--- src/idu_settings.svh ---
`ifndef IDU_SETTINGS_SVH
`define IDU_SETTINGS_SVH

// datapath and address width
`define IDU_XLEN 32

// architectural registers, r0 included
`define IDU_NREGS 32

// link destination of jal and bgezal
`define IDU_LINK_REG 31

`endif

--- src/mips_isa_pkg.sv ---
`default_nettype none

`include "idu_settings.svh"

package mips_isa_pkg;

    typedef logic [`IDU_XLEN-1:0] word_t;
    typedef logic [4:0]           reg_addr_t;
    typedef logic [15:0]          imm16_t;
    typedef logic [4:0]           shamt_t;
    typedef logic [25:0]          jindex_t;

    typedef enum logic [5:0] {
        OP_SPECIAL = 6'b000000,
        OP_REGIMM  = 6'b000001,
        OP_J       = 6'b000010,
        OP_JAL     = 6'b000011,
        OP_BEQ     = 6'b000100,
        OP_BNE     = 6'b000101,
        OP_BLEZ    = 6'b000110,
        OP_BGTZ    = 6'b000111,
        OP_ADDI    = 6'b001000,
        OP_ADDIU   = 6'b001001,
        OP_SLTI    = 6'b001010,
        OP_SLTIU   = 6'b001011,
        OP_ANDI    = 6'b001100,
        OP_ORI     = 6'b001101,
        OP_XORI    = 6'b001110,
        OP_LUI     = 6'b001111,
        OP_LW      = 6'b100011,
        OP_SW      = 6'b101011
    } opcode_e;

    typedef enum logic [5:0] {
        F_SLL  = 6'b000000,
        F_SRL  = 6'b000010,
        F_SRA  = 6'b000011,
        F_JR   = 6'b001000,
        F_JALR = 6'b001001,
        F_ADD  = 6'b100000,
        F_ADDU = 6'b100001,
        F_SUB  = 6'b100010,
        F_SUBU = 6'b100011,
        F_AND  = 6'b100100,
        F_OR   = 6'b100101,
        F_XOR  = 6'b100110,
        F_SLT  = 6'b101010
    } funct_e;

    // rt field codes under OP_REGIMM
    typedef enum logic [4:0] {
        RI_BLTZ   = 5'b00000,
        RI_BGEZAL = 5'b10001
    } regimm_e;

    typedef struct packed {
        opcode_e   op;
        reg_addr_t rs;
        reg_addr_t rt;
        reg_addr_t rd;
        shamt_t    shamt;
        funct_e    funct;
    } r_fmt_t;

    typedef struct packed {
        opcode_e   op;
        reg_addr_t rs;
        reg_addr_t rt;
        imm16_t    imm;  // also branch offset
    } i_fmt_t;

    typedef struct packed {
        opcode_e op;
        jindex_t index;
    } j_fmt_t;

endpackage

`default_nettype wire

--- src/idu_ctrl_pkg.sv ---
`default_nettype none

package idu_ctrl_pkg;
    import mips_isa_pkg::*;

    typedef enum logic [4:0] {
        ALU_NOP    = 5'd0,
        ALU_ADD    = 5'd1,
        ALU_ADDU   = 5'd2,
        ALU_SUB    = 5'd3,
        ALU_SUBU   = 5'd4,
        ALU_AND    = 5'd5,
        ALU_OR     = 5'd6,
        ALU_XOR    = 5'd7,
        ALU_SLT    = 5'd8,
        ALU_SLTU   = 5'd9,
        ALU_SLL    = 5'd10,
        ALU_SRL    = 5'd11,
        ALU_SRA    = 5'd12,
        ALU_LUI    = 5'd13,
        ALU_LW     = 5'd14,
        ALU_SW     = 5'd15,
        ALU_BEQ    = 5'd16,
        ALU_BNE    = 5'd17,
        ALU_BLEZ   = 5'd18,
        ALU_BGTZ   = 5'd19,
        ALU_BLTZ   = 5'd20,
        ALU_BGEZAL = 5'd21,
        ALU_J      = 5'd22,
        ALU_JAL    = 5'd23,
        ALU_JR     = 5'd24,
        ALU_JALR   = 5'd25
    } alu_op_e;

    typedef enum logic [2:0] {
        OP1_ZERO = 3'd0,
        OP1_RS   = 3'd1,
        OP1_SA   = 3'd2,
        OP1_LUI  = 3'd3,
        OP1_PC   = 3'd4
    } op1_sel_e;

    typedef enum logic [2:0] {
        OP2_ZERO = 3'd0,
        OP2_RT   = 3'd1,
        OP2_IMS  = 3'd2,  // sign-extended imm
        OP2_IMZ  = 3'd3,  // zero-extended imm
        OP2_FOUR = 3'd4
    } op2_sel_e;

    typedef struct packed {
        alu_op_e   alu_op;
        op1_sel_e  op1_sel;
        op2_sel_e  op2_sel;
        logic      mem_we;
        logic      mem_re;
        logic      wb_en;
        reg_addr_t wb_addr;
        logic      illegal;
    } dec_ctrl_t;

    typedef struct packed {
        alu_op_e   alu_op;
        word_t     opnd_a;
        word_t     opnd_b;
        word_t     store_data;
        logic      mem_we;
        logic      mem_re;
        logic      wb_en;
        reg_addr_t wb_addr;
        logic      illegal;
    } id_ex_t;

    typedef struct packed {
        logic  taken;
        word_t target;
    } jump_t;

    typedef struct packed {
        logic      en;
        reg_addr_t addr;
        word_t     data;
    } wb_t;

endpackage

`default_nettype wire

--- src/branch_unit.sv ---
`timescale 1ns/1ps
`default_nettype none

module branch_unit
    import mips_isa_pkg::*;
    import idu_ctrl_pkg::*;
(
    input  alu_op_e alu_op_i,
    input  word_t   inst_i,
    input  word_t   pc_i,
    input  word_t   rs_data_i,
    input  word_t   rt_data_i,
    output jump_t   jump_o
);

    i_fmt_t i_f;
    j_fmt_t j_f;
    word_t  pc_plus4;
    word_t  br_target;
    word_t  jmp_target;
    logic   rs_neg;
    logic   rs_zero;
    logic   cond;
    word_t  tgt;

    assign i_f = i_fmt_t'(inst_i);
    assign j_f = j_fmt_t'(inst_i);

    assign pc_plus4   = pc_i + word_t'(4);
    assign br_target  = pc_plus4 + word_t'($signed({i_f.imm, 2'b00}));
    assign jmp_target = {pc_plus4[31:28], j_f.index, 2'b00};  // stays in 256MB region

    assign rs_neg  = rs_data_i[31];
    assign rs_zero = (rs_data_i == '0);

    always_comb begin
        cond = 1'b0;
        tgt  = br_target;
        case (alu_op_i)
            ALU_BEQ:    cond = (rs_data_i == rt_data_i);
            ALU_BNE:    cond = (rs_data_i != rt_data_i);
            ALU_BLEZ:   cond = rs_neg | rs_zero;
            ALU_BGTZ:   cond = ~rs_neg & ~rs_zero;
            ALU_BLTZ:   cond = rs_neg;
            ALU_BGEZAL: cond = ~rs_neg;
            ALU_J, ALU_JAL: begin
                cond = 1'b1;
                tgt  = jmp_target;
            end
            ALU_JR, ALU_JALR: begin
                cond = 1'b1;
                tgt  = rs_data_i;
            end
            default: cond = 1'b0;
        endcase
    end

    always_comb begin
        jump_o.taken  = cond;
        jump_o.target = cond ? tgt : '0;
    end

endmodule

`default_nettype wire

--- src/decode_stage.sv ---
`timescale 1ns/1ps
`default_nettype none

module decode_stage
    import mips_isa_pkg::*;
    import idu_ctrl_pkg::*;
(
    input  logic   clk,
    input  logic   rst,
    input  logic   valid_i,
    input  logic   stall_i,
    input  word_t  inst_i,
    input  word_t  pc_i,
    input  wb_t    wb_i,
    output logic   valid_o,
    output id_ex_t id_ex_o,
    output jump_t  jump_o
);

    r_fmt_t    r_f;
    word_t     rs_data;
    word_t     rt_data;
    word_t     opnd_a;
    word_t     opnd_b;
    dec_ctrl_t ctrl;
    jump_t     jump_d;
    id_ex_t    id_ex_d;

    assign r_f = r_fmt_t'(inst_i);

    reg_file u_reg_file (
        .clk       (clk),
        .rst       (rst),
        .raddr_a_i (r_f.rs),
        .raddr_b_i (r_f.rt),
        .wb_i      (wb_i),
        .rdata_a_o (rs_data),
        .rdata_b_o (rt_data)
    );

    inst_decoder u_inst_decoder (
        .inst_i (inst_i),
        .ctrl_o (ctrl)
    );

    operand_mux u_operand_mux (
        .op1_sel_i (ctrl.op1_sel),
        .op2_sel_i (ctrl.op2_sel),
        .inst_i    (inst_i),
        .pc_i      (pc_i),
        .rs_data_i (rs_data),
        .rt_data_i (rt_data),
        .opnd_a_o  (opnd_a),
        .opnd_b_o  (opnd_b)
    );

    branch_unit u_branch_unit (
        .alu_op_i  (ctrl.alu_op),
        .inst_i    (inst_i),
        .pc_i      (pc_i),
        .rs_data_i (rs_data),
        .rt_data_i (rt_data),
        .jump_o    (jump_d)
    );

    always_comb begin
        id_ex_d.alu_op     = ctrl.alu_op;
        id_ex_d.opnd_a     = opnd_a;
        id_ex_d.opnd_b     = opnd_b;
        id_ex_d.store_data = rt_data;  // sw payload
        id_ex_d.mem_we     = ctrl.mem_we;
        id_ex_d.mem_re     = ctrl.mem_re;
        id_ex_d.wb_en      = ctrl.wb_en;
        id_ex_d.wb_addr    = ctrl.wb_addr;
        id_ex_d.illegal    = ctrl.illegal;
    end

    always_ff @(posedge clk) begin
        if (rst) begin
            valid_o <= 1'b0;
            id_ex_o <= '0;
            jump_o  <= '0;
        end else if (!stall_i) begin  // hold everything on stall
            valid_o       <= valid_i;
            id_ex_o       <= id_ex_d;
            jump_o.taken  <= valid_i & jump_d.taken;  // bubbles never redirect
            jump_o.target <= jump_d.target;
        end
    end

endmodule

`default_nettype wire

--- src/inst_decoder.sv ---
`timescale 1ns/1ps
`default_nettype none

`include "idu_settings.svh"

module inst_decoder
    import mips_isa_pkg::*;
    import idu_ctrl_pkg::*;
(
    input  word_t     inst_i,
    output dec_ctrl_t ctrl_o
);

    localparam reg_addr_t LINK_REG = reg_addr_t'(`IDU_LINK_REG);

    r_fmt_t  r_f;
    alu_op_e r_op;

    function automatic dec_ctrl_t make_ctrl(alu_op_e op, op1_sel_e s1, op2_sel_e s2,
                                            logic wb, reg_addr_t dst);
        dec_ctrl_t c;
        c         = '0;
        c.alu_op  = op;
        c.op1_sel = s1;
        c.op2_sel = s2;
        c.wb_en   = wb;
        c.wb_addr = wb ? dst : '0;
        return c;
    endfunction

    assign r_f = r_fmt_t'(inst_i);

    always_comb begin
        case (r_f.funct)
            F_ADD:   r_op = ALU_ADD;
            F_ADDU:  r_op = ALU_ADDU;
            F_SUB:   r_op = ALU_SUB;
            F_SUBU:  r_op = ALU_SUBU;
            F_AND:   r_op = ALU_AND;
            F_OR:    r_op = ALU_OR;
            F_XOR:   r_op = ALU_XOR;
            F_SLT:   r_op = ALU_SLT;
            F_SLL:   r_op = ALU_SLL;
            F_SRL:   r_op = ALU_SRL;
            F_SRA:   r_op = ALU_SRA;
            default: r_op = ALU_NOP;
        endcase
    end

    always_comb begin
        ctrl_o         = '0;
        ctrl_o.illegal = 1'b1;  // cleared by any legal match
        case (r_f.op)
            OP_SPECIAL: begin
                case (r_f.funct)
                    F_SLL, F_SRL, F_SRA: begin
                        if (r_f.rs == '0) begin
                            ctrl_o = make_ctrl(r_op, OP1_SA, OP2_RT, 1'b1, r_f.rd);
                        end
                    end
                    F_ADD, F_ADDU, F_SUB, F_SUBU, F_AND, F_OR, F_XOR, F_SLT: begin
                        if (r_f.shamt == '0) begin
                            ctrl_o = make_ctrl(r_op, OP1_RS, OP2_RT, 1'b1, r_f.rd);
                        end
                    end
                    F_JR: begin
                        if (r_f.rt == '0 && r_f.rd == '0 && r_f.shamt == '0) begin
                            ctrl_o = make_ctrl(ALU_JR, OP1_ZERO, OP2_ZERO, 1'b0, '0);
                        end
                    end
                    F_JALR: begin
                        if (r_f.rt == '0 && r_f.shamt == '0) begin
                            ctrl_o = make_ctrl(ALU_JALR, OP1_PC, OP2_FOUR, 1'b1, r_f.rd);
                        end
                    end
                    default: ;
                endcase
            end
            OP_REGIMM: begin
                case (regimm_e'(r_f.rt))
                    RI_BLTZ:   ctrl_o = make_ctrl(ALU_BLTZ, OP1_ZERO, OP2_ZERO, 1'b0, '0);
                    RI_BGEZAL: ctrl_o = make_ctrl(ALU_BGEZAL, OP1_PC, OP2_FOUR, 1'b1, LINK_REG);
                    default: ;
                endcase
            end
            OP_ADDI:  ctrl_o = make_ctrl(ALU_ADD, OP1_RS, OP2_IMS, 1'b1, r_f.rt);
            OP_ADDIU: ctrl_o = make_ctrl(ALU_ADDU, OP1_RS, OP2_IMS, 1'b1, r_f.rt);
            OP_SLTI:  ctrl_o = make_ctrl(ALU_SLT, OP1_RS, OP2_IMS, 1'b1, r_f.rt);
            OP_SLTIU: ctrl_o = make_ctrl(ALU_SLTU, OP1_RS, OP2_IMS, 1'b1, r_f.rt);
            OP_ANDI:  ctrl_o = make_ctrl(ALU_AND, OP1_RS, OP2_IMZ, 1'b1, r_f.rt);
            OP_ORI:   ctrl_o = make_ctrl(ALU_OR, OP1_RS, OP2_IMZ, 1'b1, r_f.rt);
            OP_XORI:  ctrl_o = make_ctrl(ALU_XOR, OP1_RS, OP2_IMZ, 1'b1, r_f.rt);
            OP_LUI: begin
                if (r_f.rs == '0) begin
                    ctrl_o = make_ctrl(ALU_LUI, OP1_LUI, OP2_ZERO, 1'b1, r_f.rt);
                end
            end
            OP_LW: begin
                ctrl_o        = make_ctrl(ALU_LW, OP1_RS, OP2_IMS, 1'b1, r_f.rt);
                ctrl_o.mem_re = 1'b1;
            end
            OP_SW: begin
                ctrl_o        = make_ctrl(ALU_SW, OP1_RS, OP2_IMS, 1'b0, '0);
                ctrl_o.mem_we = 1'b1;
            end
            OP_BEQ: ctrl_o = make_ctrl(ALU_BEQ, OP1_ZERO, OP2_ZERO, 1'b0, '0);
            OP_BNE: ctrl_o = make_ctrl(ALU_BNE, OP1_ZERO, OP2_ZERO, 1'b0, '0);
            OP_BLEZ: begin
                if (r_f.rt == '0) begin
                    ctrl_o = make_ctrl(ALU_BLEZ, OP1_ZERO, OP2_ZERO, 1'b0, '0);
                end
            end
            OP_BGTZ: begin
                if (r_f.rt == '0) begin
                    ctrl_o = make_ctrl(ALU_BGTZ, OP1_ZERO, OP2_ZERO, 1'b0, '0);
                end
            end
            OP_J:   ctrl_o = make_ctrl(ALU_J, OP1_ZERO, OP2_ZERO, 1'b0, '0);
            OP_JAL: ctrl_o = make_ctrl(ALU_JAL, OP1_PC, OP2_FOUR, 1'b1, LINK_REG);
            default: ;
        endcase
    end

endmodule

`default_nettype wire

--- src/operand_mux.sv ---
`timescale 1ns/1ps
`default_nettype none

module operand_mux
    import mips_isa_pkg::*;
    import idu_ctrl_pkg::*;
(
    input  op1_sel_e op1_sel_i,
    input  op2_sel_e op2_sel_i,
    input  word_t    inst_i,
    input  word_t    pc_i,
    input  word_t    rs_data_i,
    input  word_t    rt_data_i,
    output word_t    opnd_a_o,
    output word_t    opnd_b_o
);

    r_fmt_t r_f;
    i_fmt_t i_f;
    word_t  sa_z;
    word_t  imm_s;
    word_t  imm_z;
    word_t  imm_hi;

    assign r_f = r_fmt_t'(inst_i);
    assign i_f = i_fmt_t'(inst_i);

    assign sa_z   = word_t'(r_f.shamt);
    assign imm_s  = word_t'($signed(i_f.imm));
    assign imm_z  = word_t'(i_f.imm);
    assign imm_hi = word_t'({i_f.imm, 16'h0000});  // lui places imm in upper half

    always_comb begin
        case (op1_sel_i)
            OP1_RS:  opnd_a_o = rs_data_i;
            OP1_SA:  opnd_a_o = sa_z;
            OP1_LUI: opnd_a_o = imm_hi;
            OP1_PC:  opnd_a_o = pc_i;  // link value base
            default: opnd_a_o = '0;
        endcase
    end

    always_comb begin
        case (op2_sel_i)
            OP2_RT:   opnd_b_o = rt_data_i;
            OP2_IMS:  opnd_b_o = imm_s;
            OP2_IMZ:  opnd_b_o = imm_z;
            OP2_FOUR: opnd_b_o = word_t'(4);
            default:  opnd_b_o = '0;
        endcase
    end

endmodule

`default_nettype wire

--- src/reg_file.sv ---
`timescale 1ns/1ps
`default_nettype none

`include "idu_settings.svh"

module reg_file
    import mips_isa_pkg::*;
    import idu_ctrl_pkg::*;
(
    input  logic      clk,
    input  logic      rst,
    input  reg_addr_t raddr_a_i,
    input  reg_addr_t raddr_b_i,
    input  wb_t       wb_i,
    output word_t     rdata_a_o,
    output word_t     rdata_b_o
);

    word_t regs [`IDU_NREGS];

    always_ff @(posedge clk) begin
        if (rst) begin
            for (int i = 0; i < `IDU_NREGS; i++) begin
                regs[i] <= '0;
            end
        end else if (wb_i.en && wb_i.addr != '0) begin  // r0 is hardwired
            regs[wb_i.addr] <= wb_i.data;
        end
    end

    // no bypass, a same-cycle write is seen next cycle
    assign rdata_a_o = (raddr_a_i == '0) ? '0 : regs[raddr_a_i];
    assign rdata_b_o = (raddr_b_i == '0) ? '0 : regs[raddr_b_i];

endmodule

`default_nettype wire

--- config.mk ---
export PLATFORM = sky130hd
export DESIGN_NAME = decode_stage
export DESIGN_NICKNAME = d
export VERILOG_FILES = /design/src/mips_isa_pkg.sv /design/src/idu_ctrl_pkg.sv /design/src/branch_unit.sv /design/src/decode_stage.sv /design/src/inst_decoder.sv /design/src/operand_mux.sv /design/src/reg_file.sv
export VERILOG_INCLUDE_DIRS = /design/src
export SDC_FILE = /design/constraint.sdc
export NUM_CORES = 2
export LEC_CHECK = 0
export BUFFER_PORTS_ARGS = -buffer_cell sky130_fd_sc_hd__buf_2
export CORE_ASPECT_RATIO = 1.4
export CORE_UTILIZATION = 45
export CTS_CLUSTER_DIAMETER = 150
export DETAILED_ROUTE_END_ITERATION = 12
export SLEW_MARGIN = 40
export SYNTH_ARGS = -nofsm -noshare
export SYNTH_HDL_FRONTEND = slang
export SYNTH_HIERARCHICAL = 1
export SYNTH_SLANG_ARGS = --single-unit
--- constraint.sdc ---
create_clock -name clk -period 4.4 [get_ports clk]
set_input_delay 0.44 -clock clk [delete_from_list [all_inputs] [get_ports clk]]
set_output_delay 0.44 -clock clk [all_outputs]
set_load 0.02 [all_outputs]
==> metrics.md <==
| Metric | Value |
|---|---|
| Die area | between 100000 and 150000 um^2 |
| Critical Path Sink Type | register |
| Core area | 143000 um^2 |
| Syn avg cell area | 13.6 um^2 |
| Clock Power Share | 36.3% |
| Fin Setup TNS | 0 ps |
| Hpwl dp | 162000 um |
| Nets | about 5400 |
| Hold Path Class | in2reg |
| Slew Limit Headroom | 38.6% |
| Yosys warns | 6 |
| Syn Inst Count | around 4800 |
| Seq pwr share | 46.8% |
| Crit path DAT | roughly 5100 ps |
| Internal | 20.2 mW |
| Reg-to-reg endpoint | jump_o[28]$_SDFFE_PP0N_ |
| Iter 0 DRT Violations | 4978 |
| Post-synth EDFFs | roughly 1000 |
| Fmax | 231 MHz |
| All-layer global routing usage | about a third |
| Placed instance count | 7021 |
| Synthesized area | 64800 um^2 |
| H-Tree Depth | 3 |
| Port-buffer cells | 249 |
| Largest cells by area after synthesis | edfxtp_1, mux4_2, and2_1 |
| Reg2Reg Launch Point | u_reg_file/regs[22][8]$_SDFFCE_PN0P_ |
| Slew Viols, Final | 0 |
| Most common cell after layout, fill and taps aside | edfxtp_1 |
| Vias per std cell | 6.33 |
| Synth unique cells | 95 |
| Gpl congestion | 0.975 |
| CP startpoint | u_reg_file/regs[22][8]$_SDFFCE_PN0P_ |
| Post-Layout Inst Area | 76000 um^2 |
| Vias in the first global route | 46400 |
| Worst Clk Skew | around 53 ps |
| Routed len/inst | 33.1 um |
| Root buf cell | clkbuf_16 |
| FF+latch area | 33600 um^2 |
| Detailed Route WL | 240000 um |
| Layout cell share with drive strength beyond 1 | 30.5% |
| Area Growth Syn to Fin | 17.3% |
| Drt first pass iters | 8 |
| Synth Register Bits | 1168 |
| Initial antenna violation count | 10 |
| Combinational group share of total power | 16.9% |
| Clock Pin Slew Worst Setup and Hold Paths | around 60 ps |
| TritonCTS buffer count | 117 |
| Pin count of the biggest net entering global routing | 104 |
| Total number of vias | 45900 |
| Sw power | ~7.5 mW |
| Die height | 451 um |
| Total power | 27.7 mW |
| Worst Path Required | 5110 ps |
| Setup violations, final | 0 |
| Register area share after synthesis | between 50 and 60% |
| Remaining DRCs | 0 |
| Grt total ovfl | 0 |
| Cell accounting for the most synthesized area | edfxtp_1 |
| Hold Vio Cnt, Final | 0 |
| Dpl cell area | 71600 um^2 |
| Reg2reg path depth | 16 |
| Worst Path Max Fanout | 3 |
| Num rows | between 150 and 200 |
| Worst reg-to-reg setup slack | 70 ps |
| # fillers | 12000 |
| Max-cap viol count | 0 |
| Clk buf depth | 3 |
| Initial Util | 45.4% |
| PwrDens | 364 nW/um^2 |
| Setup crit end | jump_o[28]$_SDFFE_PP0N_ |
| Most frequent cells in the layout | edfxtp_1, and2_1, mux4_2 |
| Clock sink count | around 1200 |
| Min cycle time layout | ~4300 ps |
| Later-pin clock latency in the skew report | between 700 and 800 ps |
| Final period util | 98.5% |
| IO Count | 250 |
| Global-route wire length before repair | ~340000 um |
| Multi-input logic area | 29600 um^2 |
| Switching part of the total power | 27.0% |
| Top cell type's share of synthesized area | 47.5% |
| CTS tree | done |
| Worst hold stages | 4 |
| Die width | 323 um |
| Crit path launch type | register |
| Synth Flop Type | edfxtp_1 |
| Worst-Margin Slew | a little over 900 ps |
| Outcome | finished clean |
| Leakage | 28.1 nW |
| Asr flop ratio synth | 0% |
| DRT antenna net count | 0 |
| Post-Layout Cell Count | 7249 |
| Kind of critical path | reg2reg |
| Worst VDD drop | 341 uV |
[synthesized netlist by cell type (all sizes together), types with 6 or more instances]
master / number
edfxtp: 1024
and2: 1006
mux4: 472
clkbuf: 317
mux2i: 311
nor2: 225
buf: 161
dfxtp: 144
a21oi: 113
o22ai: 109
nand2: 81
xnor2: 67
nand3b: 62
nor3: 61
a2111oi: 60
a22o: 52
a22oi: 39
or2: 39
ha: 35
mux2: 31
nand3: 26
nand4: 24
nor2b: 22
o21ai: 22
and3: 19
inv: 19
xor2: 19
nor4: 18
a21o: 16
o2bb2ai: 16
a221oi: 15
nand2b: 15
a221o: 14
a211oi: 10
a31oi: 8
or3: 8
or3b: 7
and4: 6
nor4b: 6
o21bai: 6
[kinds of logic (layout without fill, tap and decap cells)]
family | after synthesis | after routing | synth area share (%)
AO/OA/AOI/OAI | 516 | 516 | 5.80
XOR/XNOR | 86 | 86 | 1.16
adder cells (fa/ha/maj) | 36 | 36 | 0.707
buffers and inverters | 497 | 1030 | 3.65
flip-flops | 1168 | 1168 | 51.9
multiplexers | 814 | 814 | 21.8
other | 1 | 37 | 0.00579
AND/OR/NAND/NOR | 1653 | 1653 | 15.0
[critical path, cell delays in order (launching register included)]
cell and delay (ps):
edfxtp_1 390, mux4_2 500, mux4_2 580, o22ai_4 200, nor3_2 90, xnor2_2 480, nand4_1 210, nor4_2 250
buf_4 180, a21oi_2 80, mux2i_1 130, or2_1 280, or4b_1 510, o22ai_1 150, a21o_1 110, mux2i_1 60
nor2_1 100
[power by group through the flow]
stage | logic [mW] | registers (mW) | clock network [mW]
finish | 4.67 | 12.9 | 10.0
global route | 4.80 | 13.0 | 10.5
CTS | 4.51 | 12.9 | 10.1
detailed placement | 4.47 | 13.2 | 0
global placement | 4.44 | 13.1 | 0
floorplan | 2.38 | 13.1 | 0
[routing by layer]
layer,GRT usage (%),vias to the layer above,share of wire [%]
met1,39.2,23500,36
met3,4.65,682,8.2
met2,54.6,2640,49
li1,-,19100,-
met4,21.9,6,7.3
met5,0,-,0.016
[per-stage QoR]
step                worst slack [ps]  hold WS [ps]  utilization [%]
global placement               -1480           450             50.1
CTS                             6.61          41.2             52.8
floorplan                        235           536                -
detailed placement             -1230           455             50.1
finish                          65.2          71.9             53.2
global route                   -35.0           113             53.2
[sequential cells by signal (all words and copies together), names as in the netlist]
register / count
id_ex_o: 110
jump_o: 33
u_reg_file/regs: 1024
valid_o: 1
[how the worst min path moves through the flow]
stage / startpoint / to / slack (ps)
floorplan: jump_o[32]$_SDFFE_PP0N_ / jump_o[32]$_SDFFE_PP0N_ / 540
CTS: pc_i[27] / id_ex_o[100]$_SDFFE_PP0N_ / 40
finish: pc_i[27] / id_ex_o[100]$_SDFFE_PP0N_ / 70
detailed placement: jump_o[32]$_SDFFE_PP0N_ / jump_o[32]$_SDFFE_PP0N_ / 460
global placement: jump_o[32]$_SDFFE_PP0N_ / jump_o[32]$_SDFFE_PP0N_ / 450
global route: pc_i[27] / id_ex_o[100]$_SDFFE_PP0N_ / 110
[layout make-up]
type	count	area share, %
Clock inverter	56	0.667
Sequential cell	1168	44.3
Multi-Input combinational cell	3137	39.0
Inverter	19	0.0939
Antenna cell	5	0.0165
Timing Repair Buffer	794	8.55
Tap cell	1909	3.14
Clock buffer	161	4.26
[what timing repair did]
action | 4_1_cts | 5_1_grt
endpoints found under the setup margin | 33 | 4
hold buffers | 1 | 0
gates resized for setup | 16 | 69
endpoints found under the hold margin | 2 | 0
setup buffers | 0 | 2
cloned | 1 | 1
pin swaps | 4 | 24
Power figures use the tool's default switching activity.
